**src/minmax_pkg.sv**
```systemverilog
// SIMD min/max slice shared definitions
// Formats, widths, latency, status flags and the 64-bit SIMD word views

`default_nettype none

package minmax_pkg;

  // ----------------------------------------------------------------------
  // Datapath geometry
  // ----------------------------------------------------------------------
  localparam int unsigned DATA_WIDTH    = 64;
  localparam int unsigned NUM_LANES     = 4;  // FP16 vector case
  localparam int unsigned NUM_PIPE_REGS = 2;  // Fixed lane latency
  localparam int unsigned TAG_WIDTH     = 8;

  // ----------------------------------------------------------------------
  // Formats
  // ----------------------------------------------------------------------
  typedef enum logic {
    FP32 = 1'b0,
    FP16 = 1'b1
  } fp_format_e;

  localparam int unsigned FP32_WIDTH = 32;
  localparam int unsigned FP16_WIDTH = 16;

  // Quiet NaNs returned when both inputs are NaN
  localparam logic [FP32_WIDTH-1:0] FP32_CANON_NAN = 32'h7fc0_0000;
  localparam logic [FP16_WIDTH-1:0] FP16_CANON_NAN = 16'h7e00;

  // IEEE exception flags of which min/max only ever raises nv
  typedef struct packed {
    logic nv;  // Invalid operation
    logic dz;  // Divide by zero
    logic of;  // Overflow
    logic uf;  // Underflow
    logic nx;  // Inexact
  } status_t;

  // One operand or result word, seen per format
  typedef union packed {
    logic [DATA_WIDTH/FP32_WIDTH-1:0][FP32_WIDTH-1:0] fp32;
    logic [DATA_WIDTH/FP16_WIDTH-1:0][FP16_WIDTH-1:0] fp16;
  } simd_word_u;

endpackage

`default_nettype wire

```
**src/fp_classify.sv**
```systemverilog
// Operand classifier for one lane
// Flags zero, NaN and signalling NaN in FP32 or FP16 (low half) and
// builds a key whose unsigned order matches the floating-point order

`timescale 1ns/100ps
`default_nettype none

module fp_classify (
  input  logic [minmax_pkg::FP32_WIDTH-1:0] value_i,
  input  minmax_pkg::fp_format_e            fmt_i,
  output logic                              sign_o,
  output logic                              is_zero_o,
  output logic                              is_nan_o,
  output logic                              is_snan_o,
  output logic [minmax_pkg::FP32_WIDTH-1:0] order_key_o
);

  import minmax_pkg::*;

  logic [FP32_WIDTH-1:0] aligned;  // Value moved to the top of the word
  logic                  exp_ones;
  logic                  exp_zero;
  logic                  man_zero;
  logic                  quiet_bit;

  always_comb begin
    if (fmt_i == FP16) begin
      aligned   = {value_i[FP16_WIDTH-1:0], 16'h0000};
      exp_ones  = &value_i[14:10];
      exp_zero  = ~|value_i[14:10];
      man_zero  = ~|value_i[9:0];
      quiet_bit = value_i[9];
    end else begin
      aligned   = value_i;
      exp_ones  = &value_i[30:23];
      exp_zero  = ~|value_i[30:23];
      man_zero  = ~|value_i[22:0];
      quiet_bit = value_i[22];
    end
  end

  assign sign_o    = aligned[FP32_WIDTH-1];
  assign is_zero_o = exp_zero & man_zero;
  assign is_nan_o  = exp_ones & ~man_zero;
  assign is_snan_o = is_nan_o & ~quiet_bit;  // Quiet bit clear

  // Negatives inverted so larger magnitude sorts lower and -0 lands just below +0
  assign order_key_o = sign_o ? ~aligned : {1'b1, aligned[FP32_WIDTH-2:0]};

endmodule

`default_nettype wire

```
**src/minmax_lane.sv**
```systemverilog
// One SIMD lane of the min/max slice
// Selects minNum or maxNum of two operands with IEEE NaN handling, then
// carries result, invalid flag and auxiliary data through the pipeline

`timescale 1ns/100ps
`default_nettype none

module minmax_lane #(
  parameter bit LANE_HAS_FP32 = 1'b1
) (
  input  logic                              clk_i,
  input  logic                              rst_i,
  input  logic                              lane_valid_i,
  input  logic [minmax_pkg::FP32_WIDTH-1:0] op_a_i,
  input  logic [minmax_pkg::FP32_WIDTH-1:0] op_b_i,
  input  minmax_pkg::fp_format_e            fmt_i,
  input  logic                              op_max_i,
  input  logic                              mask_i,
  input  minmax_pkg::fp_format_e            aux_fmt_i,
  input  logic                              aux_vec_i,
  input  logic [minmax_pkg::TAG_WIDTH-1:0]  aux_tag_i,
  output logic                              lane_valid_o,
  output logic [minmax_pkg::FP32_WIDTH-1:0] lane_result_o,
  output logic                              lane_nv_o,
  output minmax_pkg::fp_format_e            aux_fmt_o,
  output logic                              aux_vec_o,
  output logic [minmax_pkg::TAG_WIDTH-1:0]  aux_tag_o,
  output logic                              lane_busy_o
);

  import minmax_pkg::*;

  // Payload layout is {nv, result, fmt, vec, tag}
  localparam int unsigned PAY_W = 1 + FP32_WIDTH + 2 + TAG_WIDTH;

  fp_format_e            lane_fmt;
  logic                  a_sign, b_sign;
  logic                  a_zero, b_zero;
  logic                  a_nan, b_nan;
  logic                  a_snan, b_snan;
  logic [FP32_WIDTH-1:0] a_key, b_key;
  logic                  a_lt_b;
  logic [FP32_WIDTH-1:0] res_d;
  logic [PAY_W-1:0]      pay_d;

  logic [NUM_PIPE_REGS-1:0]            valid_q;
  logic [NUM_PIPE_REGS-1:0][PAY_W-1:0] pay_q;

  assign lane_fmt = LANE_HAS_FP32 ? fmt_i : FP16;  // Narrow lanes are FP16 only

  fp_classify i_class_a (
    .value_i     (op_a_i),
    .fmt_i       (lane_fmt),
    .sign_o      (a_sign),
    .is_zero_o   (a_zero),
    .is_nan_o    (a_nan),
    .is_snan_o   (a_snan),
    .order_key_o (a_key)
  );

  fp_classify i_class_b (
    .value_i     (op_b_i),
    .fmt_i       (lane_fmt),
    .sign_o      (b_sign),
    .is_zero_o   (b_zero),
    .is_nan_o    (b_nan),
    .is_snan_o   (b_snan),
    .order_key_o (b_key)
  );

  // ----------------------------------------------------------------------
  // Compare and select
  // ----------------------------------------------------------------------
  assign a_lt_b = (a_zero & b_zero) ? (a_sign & ~b_sign) : (a_key < b_key);

  always_comb begin
    if (a_nan & b_nan) begin
      res_d = (lane_fmt == FP16) ? {16'h0000, FP16_CANON_NAN} : FP32_CANON_NAN;
    end else if (a_nan) begin
      res_d = op_b_i;  // NaN loses against a number
    end else if (b_nan) begin
      res_d = op_a_i;
    end else begin
      res_d = (op_max_i ^ a_lt_b) ? op_a_i : op_b_i;
    end
  end

  assign pay_d = {(a_snan | b_snan) & mask_i, res_d, aux_fmt_i, aux_vec_i, aux_tag_i};

  // ----------------------------------------------------------------------
  // Pipeline stages
  // ----------------------------------------------------------------------
  always_ff @(posedge clk_i) begin
    if (rst_i) begin
      valid_q <= '0;
    end else begin
      valid_q[0] <= lane_valid_i;
      for (int i = 1; i < NUM_PIPE_REGS; i++) begin
        valid_q[i] <= valid_q[i-1];
      end
    end
  end

  always_ff @(posedge clk_i) begin
    if (lane_valid_i) begin
      pay_q[0] <= pay_d;
    end
    for (int i = 1; i < NUM_PIPE_REGS; i++) begin
      if (valid_q[i-1]) begin
        pay_q[i] <= pay_q[i-1];  // Advance only with a valid operation
      end
    end
  end

  assign lane_valid_o  = valid_q[NUM_PIPE_REGS-1];
  assign lane_nv_o     = pay_q[NUM_PIPE_REGS-1][PAY_W-1];
  assign lane_result_o = pay_q[NUM_PIPE_REGS-1][PAY_W-2 -: FP32_WIDTH];
  assign aux_fmt_o     = fp_format_e'(pay_q[NUM_PIPE_REGS-1][TAG_WIDTH+1]);
  assign aux_vec_o     = pay_q[NUM_PIPE_REGS-1][TAG_WIDTH];
  assign aux_tag_o     = pay_q[NUM_PIPE_REGS-1][TAG_WIDTH-1:0];
  assign lane_busy_o   = |valid_q;

  // FP16-only lanes must never be started in FP32 mode
  a_fp32_support : assert property (@(posedge clk_i) disable iff (rst_i)
    (lane_valid_i && fmt_i == FP32) |-> LANE_HAS_FP32);

  a_fixed_latency : assert property (@(posedge clk_i) disable iff (rst_i)
    lane_valid_o == $past(lane_valid_i, NUM_PIPE_REGS));

endmodule

`default_nettype wire

```
**src/minmax_slice.sv**
```systemverilog
// SIMD floating-point min/max slice
// Splits two 64-bit operand words into FP32 or FP16 lanes, runs one
// min/max lane per slice and packs the lane results into one word

`timescale 1ns/100ps
`default_nettype none

module minmax_slice (
  input  logic                              clk_i,
  input  logic                              rst_i,
  input  logic                              in_valid_i,
  input  logic [minmax_pkg::DATA_WIDTH-1:0] operand_a_i,
  input  logic [minmax_pkg::DATA_WIDTH-1:0] operand_b_i,
  input  minmax_pkg::fp_format_e            fmt_i,
  input  logic                              op_max_i,
  input  logic                              vectorial_i,
  input  logic [minmax_pkg::NUM_LANES-1:0]  simd_mask_i,
  input  logic [minmax_pkg::TAG_WIDTH-1:0]  tag_i,
  output logic                              out_valid_o,
  output logic [minmax_pkg::DATA_WIDTH-1:0] result_o,
  output minmax_pkg::status_t               status_o,
  output logic [minmax_pkg::TAG_WIDTH-1:0]  tag_o,
  output logic                              busy_o
);

  import minmax_pkg::*;

  simd_word_u op_a;
  simd_word_u op_b;

  logic [NUM_LANES-1:0]                 lane_valid_in;
  logic [NUM_LANES-1:0]                 lane_valid_out;
  logic [NUM_LANES-1:0][FP32_WIDTH-1:0] lane_a;
  logic [NUM_LANES-1:0][FP32_WIDTH-1:0] lane_b;
  logic [NUM_LANES-1:0][FP32_WIDTH-1:0] lane_res;
  logic [NUM_LANES-1:0]                 lane_nv;
  logic [NUM_LANES-1:0]                 lane_busy;
  fp_format_e                           res_fmt;  // Format carried by lane 0
  logic                                 res_vec;

  assign op_a = operand_a_i;
  assign op_b = operand_b_i;

  // ----------------------------------------------------------------------
  // Operand slicing and valid gating
  // ----------------------------------------------------------------------
  for (genvar lane = 0; lane < NUM_LANES; lane++) begin : gen_slice
    localparam bit HAS_FP32 = (lane < DATA_WIDTH / FP32_WIDTH);

    if (HAS_FP32) begin : gen_wide
      assign lane_a[lane] = (fmt_i == FP32) ? op_a.fp32[lane] : {16'h0000, op_a.fp16[lane]};
      assign lane_b[lane] = (fmt_i == FP32) ? op_b.fp32[lane] : {16'h0000, op_b.fp16[lane]};
    end else begin : gen_narrow
      assign lane_a[lane] = {16'h0000, op_a.fp16[lane]};
      assign lane_b[lane] = {16'h0000, op_b.fp16[lane]};
    end

    // Upper lanes start only for vectors in a format they support
    assign lane_valid_in[lane] = in_valid_i &
        ((lane == 0) | (vectorial_i & (HAS_FP32 | (fmt_i == FP16))));
  end

  // ----------------------------------------------------------------------
  // Lanes
  // ----------------------------------------------------------------------
  minmax_lane #(
    .LANE_HAS_FP32 (1'b1)
  ) i_lane0 (
    .clk_i,
    .rst_i,
    .lane_valid_i  (lane_valid_in[0]),
    .op_a_i        (lane_a[0]),
    .op_b_i        (lane_b[0]),
    .fmt_i,
    .op_max_i,
    .mask_i        (simd_mask_i[0]),
    .aux_fmt_i     (fmt_i),
    .aux_vec_i     (vectorial_i),
    .aux_tag_i     (tag_i),
    .lane_valid_o  (lane_valid_out[0]),
    .lane_result_o (lane_res[0]),
    .lane_nv_o     (lane_nv[0]),
    .aux_fmt_o     (res_fmt),
    .aux_vec_o     (res_vec),
    .aux_tag_o     (tag_o),
    .lane_busy_o   (lane_busy[0])
  );

  for (genvar lane = 1; lane < NUM_LANES; lane++) begin : gen_upper_lanes
    minmax_lane #(
      .LANE_HAS_FP32 (lane < DATA_WIDTH / FP32_WIDTH)
    ) i_lane (
      .clk_i,
      .rst_i,
      .lane_valid_i  (lane_valid_in[lane]),
      .op_a_i        (lane_a[lane]),
      .op_b_i        (lane_b[lane]),
      .fmt_i,
      .op_max_i,
      .mask_i        (simd_mask_i[lane]),
      .aux_fmt_i     (FP32),  // Aux travels in lane 0 only
      .aux_vec_i     (1'b0),
      .aux_tag_i     ('0),
      .lane_valid_o  (lane_valid_out[lane]),
      .lane_result_o (lane_res[lane]),
      .lane_nv_o     (lane_nv[lane]),
      .aux_fmt_o     (),
      .aux_vec_o     (),
      .aux_tag_o     (),
      .lane_busy_o   (lane_busy[lane])
    );
  end

  simd_result_packer i_packer (
    .lane_valid_i  (lane_valid_out),
    .lane_result_i (lane_res),
    .lane_nv_i     (lane_nv),
    .res_fmt_i     (res_fmt),
    .res_vec_i     (res_vec),
    .result_o,
    .status_o
  );

  assign out_valid_o = lane_valid_out[0];  // Lane 0 runs for every operation
  assign busy_o      = |lane_busy;

endmodule

`default_nettype wire

```
**src/simd_result_packer.sv**
```systemverilog
// Result packer of the min/max slice
// Places lane results into the 64-bit word for the result format,
// fills all bits without a valid lane with ones and collapses status

`timescale 1ns/100ps
`default_nettype none

module simd_result_packer (
  input  logic [minmax_pkg::NUM_LANES-1:0]                         lane_valid_i,
  input  logic [minmax_pkg::NUM_LANES-1:0][minmax_pkg::FP32_WIDTH-1:0] lane_result_i,
  input  logic [minmax_pkg::NUM_LANES-1:0]                         lane_nv_i,
  input  minmax_pkg::fp_format_e                                   res_fmt_i,
  input  logic                                                     res_vec_i,
  output logic [minmax_pkg::DATA_WIDTH-1:0]                        result_o,
  output minmax_pkg::status_t                                      status_o
);

  import minmax_pkg::*;

  logic [NUM_LANES-1:0] lane_used;  // Lane 0 always and upper lanes only for vectors

  assign lane_used = lane_valid_i & {{(NUM_LANES-1){res_vec_i}}, 1'b1};

  // ----------------------------------------------------------------------
  // Result assembly
  // ----------------------------------------------------------------------
  always_comb begin
    simd_word_u packed_word;
    packed_word = '1;  // NaN-box by default
    if (res_fmt_i == FP16) begin
      for (int i = 0; i < DATA_WIDTH / FP16_WIDTH; i++) begin
        if (lane_used[i]) begin
          packed_word.fp16[i] = lane_result_i[i][FP16_WIDTH-1:0];
        end
      end
    end else begin
      for (int i = 0; i < DATA_WIDTH / FP32_WIDTH; i++) begin
        if (lane_used[i]) begin
          packed_word.fp32[i] = lane_result_i[i];
        end
      end
    end
    result_o = packed_word;
  end

  // Lane nv arrives masked and counts only for used lanes
  always_comb begin
    status_o    = '0;
    status_o.nv = |(lane_nv_i & lane_used);
  end

  // Scalar results never come with an upper lane
  always_comb begin
    if (lane_valid_i[0] && !res_vec_i) begin
      a_scalar_single_lane : assert (lane_valid_i[NUM_LANES-1:1] == '0)
        else $error("Upper lane valid for a scalar result");
    end
  end

endmodule

`default_nettype wire
```
**config.mk**
```make
export PLATFORM = sky130hd
export DESIGN_NAME = minmax_slice
export DESIGN_NICKNAME = d
export VERILOG_FILES = /design/src/minmax_pkg.sv /design/src/fp_classify.sv /design/src/minmax_lane.sv /design/src/minmax_slice.sv /design/src/simd_result_packer.sv
export SDC_FILE = /design/constraint.sdc
export NUM_CORES = 1
export LEC_CHECK = 0
export ABC_AREA = 1
export BUFFER_PORTS_ARGS = -buffer_cell sky130_fd_sc_hd__buf_2
export CAP_MARGIN = 20
export CELL_PAD_IN_SITES_DETAIL_PLACEMENT = 1
export CELL_PAD_IN_SITES_GLOBAL_PLACEMENT = 2
export CORE_UTILIZATION = 32
export CTS_CLUSTER_SIZE = 40
export DETAILED_ROUTE_END_ITERATION = 16
export PLACE_DENSITY = 0.77
export SKIP_LAST_GASP = 1
export SYNTH_ARGS = -nofsm -noshare
export SYNTH_HDL_FRONTEND = slang
export SYNTH_SLANG_ARGS = --single-unit
export TNS_END_PERCENT = 100
```
**constraint.sdc**
```tcl
create_clock -name clk_i -period 2.9 [get_ports clk_i]
set_input_delay 0 -clock clk_i [delete_from_list [all_inputs] [get_ports clk_i]]
set_output_delay 0 -clock clk_i [all_outputs]
set_load 0.05 [all_outputs]
```
==> results.sh <==
export IMPL_status="completed"
export IMPL_holdCritStartpoint="operand_b_i[56]"
export IMPL_synthFlopType="edfxtp_1"
export IMPL_drc=0
export IMPL_required_ns=3.12
export IMPL_register_area_um2=6730
export IMPL_worstReg2RegStart="i_lane0.valid_q[0]"
export IMPL_final_nets=2554
export IMPL_peakVddDrop_mv=0.297
export IMPL_num_io_pins=225
export IMPL_final_cell_mix="nand2_1 (317), buf_4 (246), edfxtp_1 (220), buf_2 (219), nor2_1 (183)"
export IMPL_dieArea_um2=49400
export IMPL_p_int_uw=6690
export IMPL_cts_htree_levels=1
export IMPL_cp_cell_sequence="buf_4 -> inv_2 -> buf_12 -> nand2_1 -> inv_1 -> nor2_2 -> buf_6 -> buf_12 -> xnor2_1 -> ha_1 -> nand4_1 -> o221ai_2 -> nand2_1 -> nand3_1 -> nor2_1 -> nand2_1 -> nand2_1 -> nand2_2 -> nand3_4 -> buf_6 -> nand2_1 -> o21ai_1 -> nand2_1 -> nand2_1"
export IMPL_routedWlPerCell_um=21.5
export IMPL_cellPowerDensity_nw_per_um2=491
export IMPL_cpLargestDelayFamily="simple AND/OR/NAND/NOR gates"
export IMPL_fillers=5791
export IMPL_ys_seq_area_frac=0.433
export IMPL_mostFrequentLayoutCell="nand2_1"
export IMPL_syn_area_um2=15500
export IMPL_grt_pass1_wl_mm=93.8
export IMPL_layout_drive_gt1_share=0.245
export IMPL_fin_crit_ns=2.81
export IMPL_antenna_found_initial=3
export IMPL_cts_buffer_depth=3
export IMPL_num_rows=80
export IMPL_die_y_um=222
export IMPL_rrSetupSlack_ns=1.46
export IMPL_ys_ff_latch=226
export IMPL_crit_buf_inv=7
export IMPL_grt_pass1_vias=15200
export IMPL_p_sw_frac=0.327
export IMPL_critical_path_class="in -> reg"
export IMPL_detail_route_antenna_nets=0
export IMPL_worst_ep_arrival_time_ns=3.02
export IMPL_firstDrtPassIters=5
export IMPL_multi_input_area_um2=7700
export IMPL_power_share_sequential=0.410
export IMPL_wl_mm=63.1
export IMPL_clock_latency_ns=0.49
export IMPL_maxSlewViolCount=0
export IMPL_path_clk_slew_ns=0.06
export IMPL_core_area_um2=47800
export IMPL_rsz0062_at_grt="yes"
export IMPL_tightest_slew_ns=1.02
export IMPL_finalPower_uw=9930
export IMPL_initialDrtViolationCount=880
export IMPL_setup_viol=0
export IMPL_tns_ns=0
export IMPL_comb_power_share=0.338
export IMPL_grt_max_degree=51
export IMPL_skew_ns=0.0151
export IMPL_fmax_mhz=356
export IMPL_critPathSlowestCell="ha_1"
export IMPL_synth_edf_count=220
export IMPL_cp_max_fo=15
export IMPL_utilization=0.423
export IMPL_start_util=0.325
export IMPL_fin_crit_sh=0.968
export IMPL_cts_buffers=20
export IMPL_drv_cap=0
export IMPL_hold_worst_slack_ns=0.0193
export IMPL_endpoint_kind="flip-flop"
export IMPL_cts_tree="yes"
export IMPL_grt_overflow_total=0
export IMPL_hp_class="in -> reg"
export IMPL_startpoint="fmt_i"
export IMPL_switchingPower_uw=3240
export IMPL_yosys_warnings=0
export IMPL_async_flop_share=0
export IMPL_gp_routability_congestion=0.986
export IMPL_hold_viol_final=0
export IMPL_p_leak_uw=0.00892
export IMPL_relSlewSlack=0.319
export IMPL_grtUsageTotal=0.251
export IMPL_crit_path_frequent_cell="nand2_1"
export IMPL_dp_hpwl_mm=52.7
export IMPL_fp_dieW_um=222
export IMPL_critPathMaxStageDelay_ns=0.31
export IMPL_clock_tree_root_cell="clkbuf_16"
export IMPL_area_growth_pct=30.1
export IMPL_cts_sinks=226
export IMPL_yosysUniqueCellTypes=49
export IMPL_portBuffers=220
export IMPL_avgSynthCellArea_um2=8.35
export IMPL_synth_cells=1860
export IMPL_cp_start_kind="primary input"
export IMPL_vias_per_cell=5.06
export IMPL_clkPwrFrac=0.252
export IMPL_vias=14900
power groups by stage:
stage | registers, uW | logic (uW) | clock network [uW]
after floorplan | 4110 | 1800 | 0
after global placement | 4130 | 3130 | 0
after detailed placement | 4150 | 3230 | 0
after CTS | 4080 | 3290 | 2570
after global routing | 4090 | 3680 | 2650
final | 4070 | 3360 | 2500
path summary, 6_finish.rpt:
kind,cells past startpoint,end
hold / removal,3,gen_upper_lanes[3].i_lane.pay_q[18]
setup / recovery,24,gen_upper_lanes[1].i_lane.pay_q[39]
setup reg to reg,1,i_lane0.lane_result_o[22]
hold reg to reg,0,gen_upper_lanes[2].i_lane.lane_result_o[13]
registers in the layout (all words and copies together) (netlist names), 2 cells and up:
register                              cells
gen_upper_lanes.i_lane.pay_q             67
gen_upper_lanes.i_lane.lane_result_o     64
i_lane0.pay_q                            43
i_lane0.lane_result_o                    32
i_lane0.aux_tag_o                         8
gen_upper_lanes.i_lane.valid_q            4
gen_upper_lanes.i_lane.lane_nv_o          3
i_lane0.valid_q                           2
per-stage QoR:
stage	area (um^2)	setup slack, ns	std cells
final	20200	0.0939	2938
after global routing	20200	-0.0433	2937
after CTS	20100	0.0219	2931
after detailed placement	19000	-0.392	2855
after global placement	19000	-0.279	2855
after floorplan	15600	0.00135	1863
layout make-up:
| type | instances | area share |
|---|---|---|
| Multi-Input combinational cell | 1348 | 0.381 |
| Sequential cell | 226 | 0.333 |
| Timing Repair Buffer | 525 | 0.182 |
| Tap cell | 615 | 0.0381 |
| Inverter | 188 | 0.0352 |
| Clock buffer | 25 | 0.0267 |
| Clock inverter | 9 | 0.00378 |
| Timing Repair inverter | 1 | 0.000248 |
| Antenna cell | 1 | 0.000124 |
cell usage after synthesis (3+ instances only):
master	count	area, um^2
a211oi_1	5	37.5
nand3_1	80	400
inv_1	183	687
o21bai_1	11	82.6
nand2_1	319	1200
o22ai_1	8	50.1
o21a_1	6	45.0
nand4_1	24	150
nor2_1	197	739
edfxtp_1	220	6610
o211ai_1	4	30.0
a31oi_1	11	68.8
xnor2_1	49	429
or2_2	17	106
nor3_1	55	275
buf_1	15	56.3
xor2_1	81	709
buf_2	16	80.1
o32ai_1	3	26.3
buf_6	4	45.0
dfxtp_1	6	120
o21ai_1	26	130
nand3b_1	3	22.5
o21ai_0	114	571
ha_1	98	1230
and2_1	3	18.8
clkbuf_1	45	169
a21oi_1	185	926
nand2_2	4	25.0
nor4_1	20	125
buf_4	21	158
cells by family after synthesis:
group                    count (synthesis)  synth area share
adder cells (fa/ha/maj)                 98            0.0789
buffers and inverters                  289            0.0783
XOR/XNOR                               130            0.0733
AND/OR/NAND/NOR                        732             0.204
AO/OA/AOI/OAI                          384             0.132
flip-flops                             226             0.433
other                                    1          0.000241
what timing repair did:
item / CTS / global route
gates resized for setup: 0 / 31
hold buffers: 42 / 0
setup endpoints to repair: 0 / 72
buffers inserted: 0 / 3
endpoints found under the hold margin: 36 / 0
layer usage:
layer / routed length [um] / global-route usage
met1: 30500 / 0.367
met2: 28500 / 0.404
met3: 2760 / 0.0147
met4: 1310 / 0.0609
met5: 0 / 0
No activity file was read; power rests on OpenSTA's default activity.
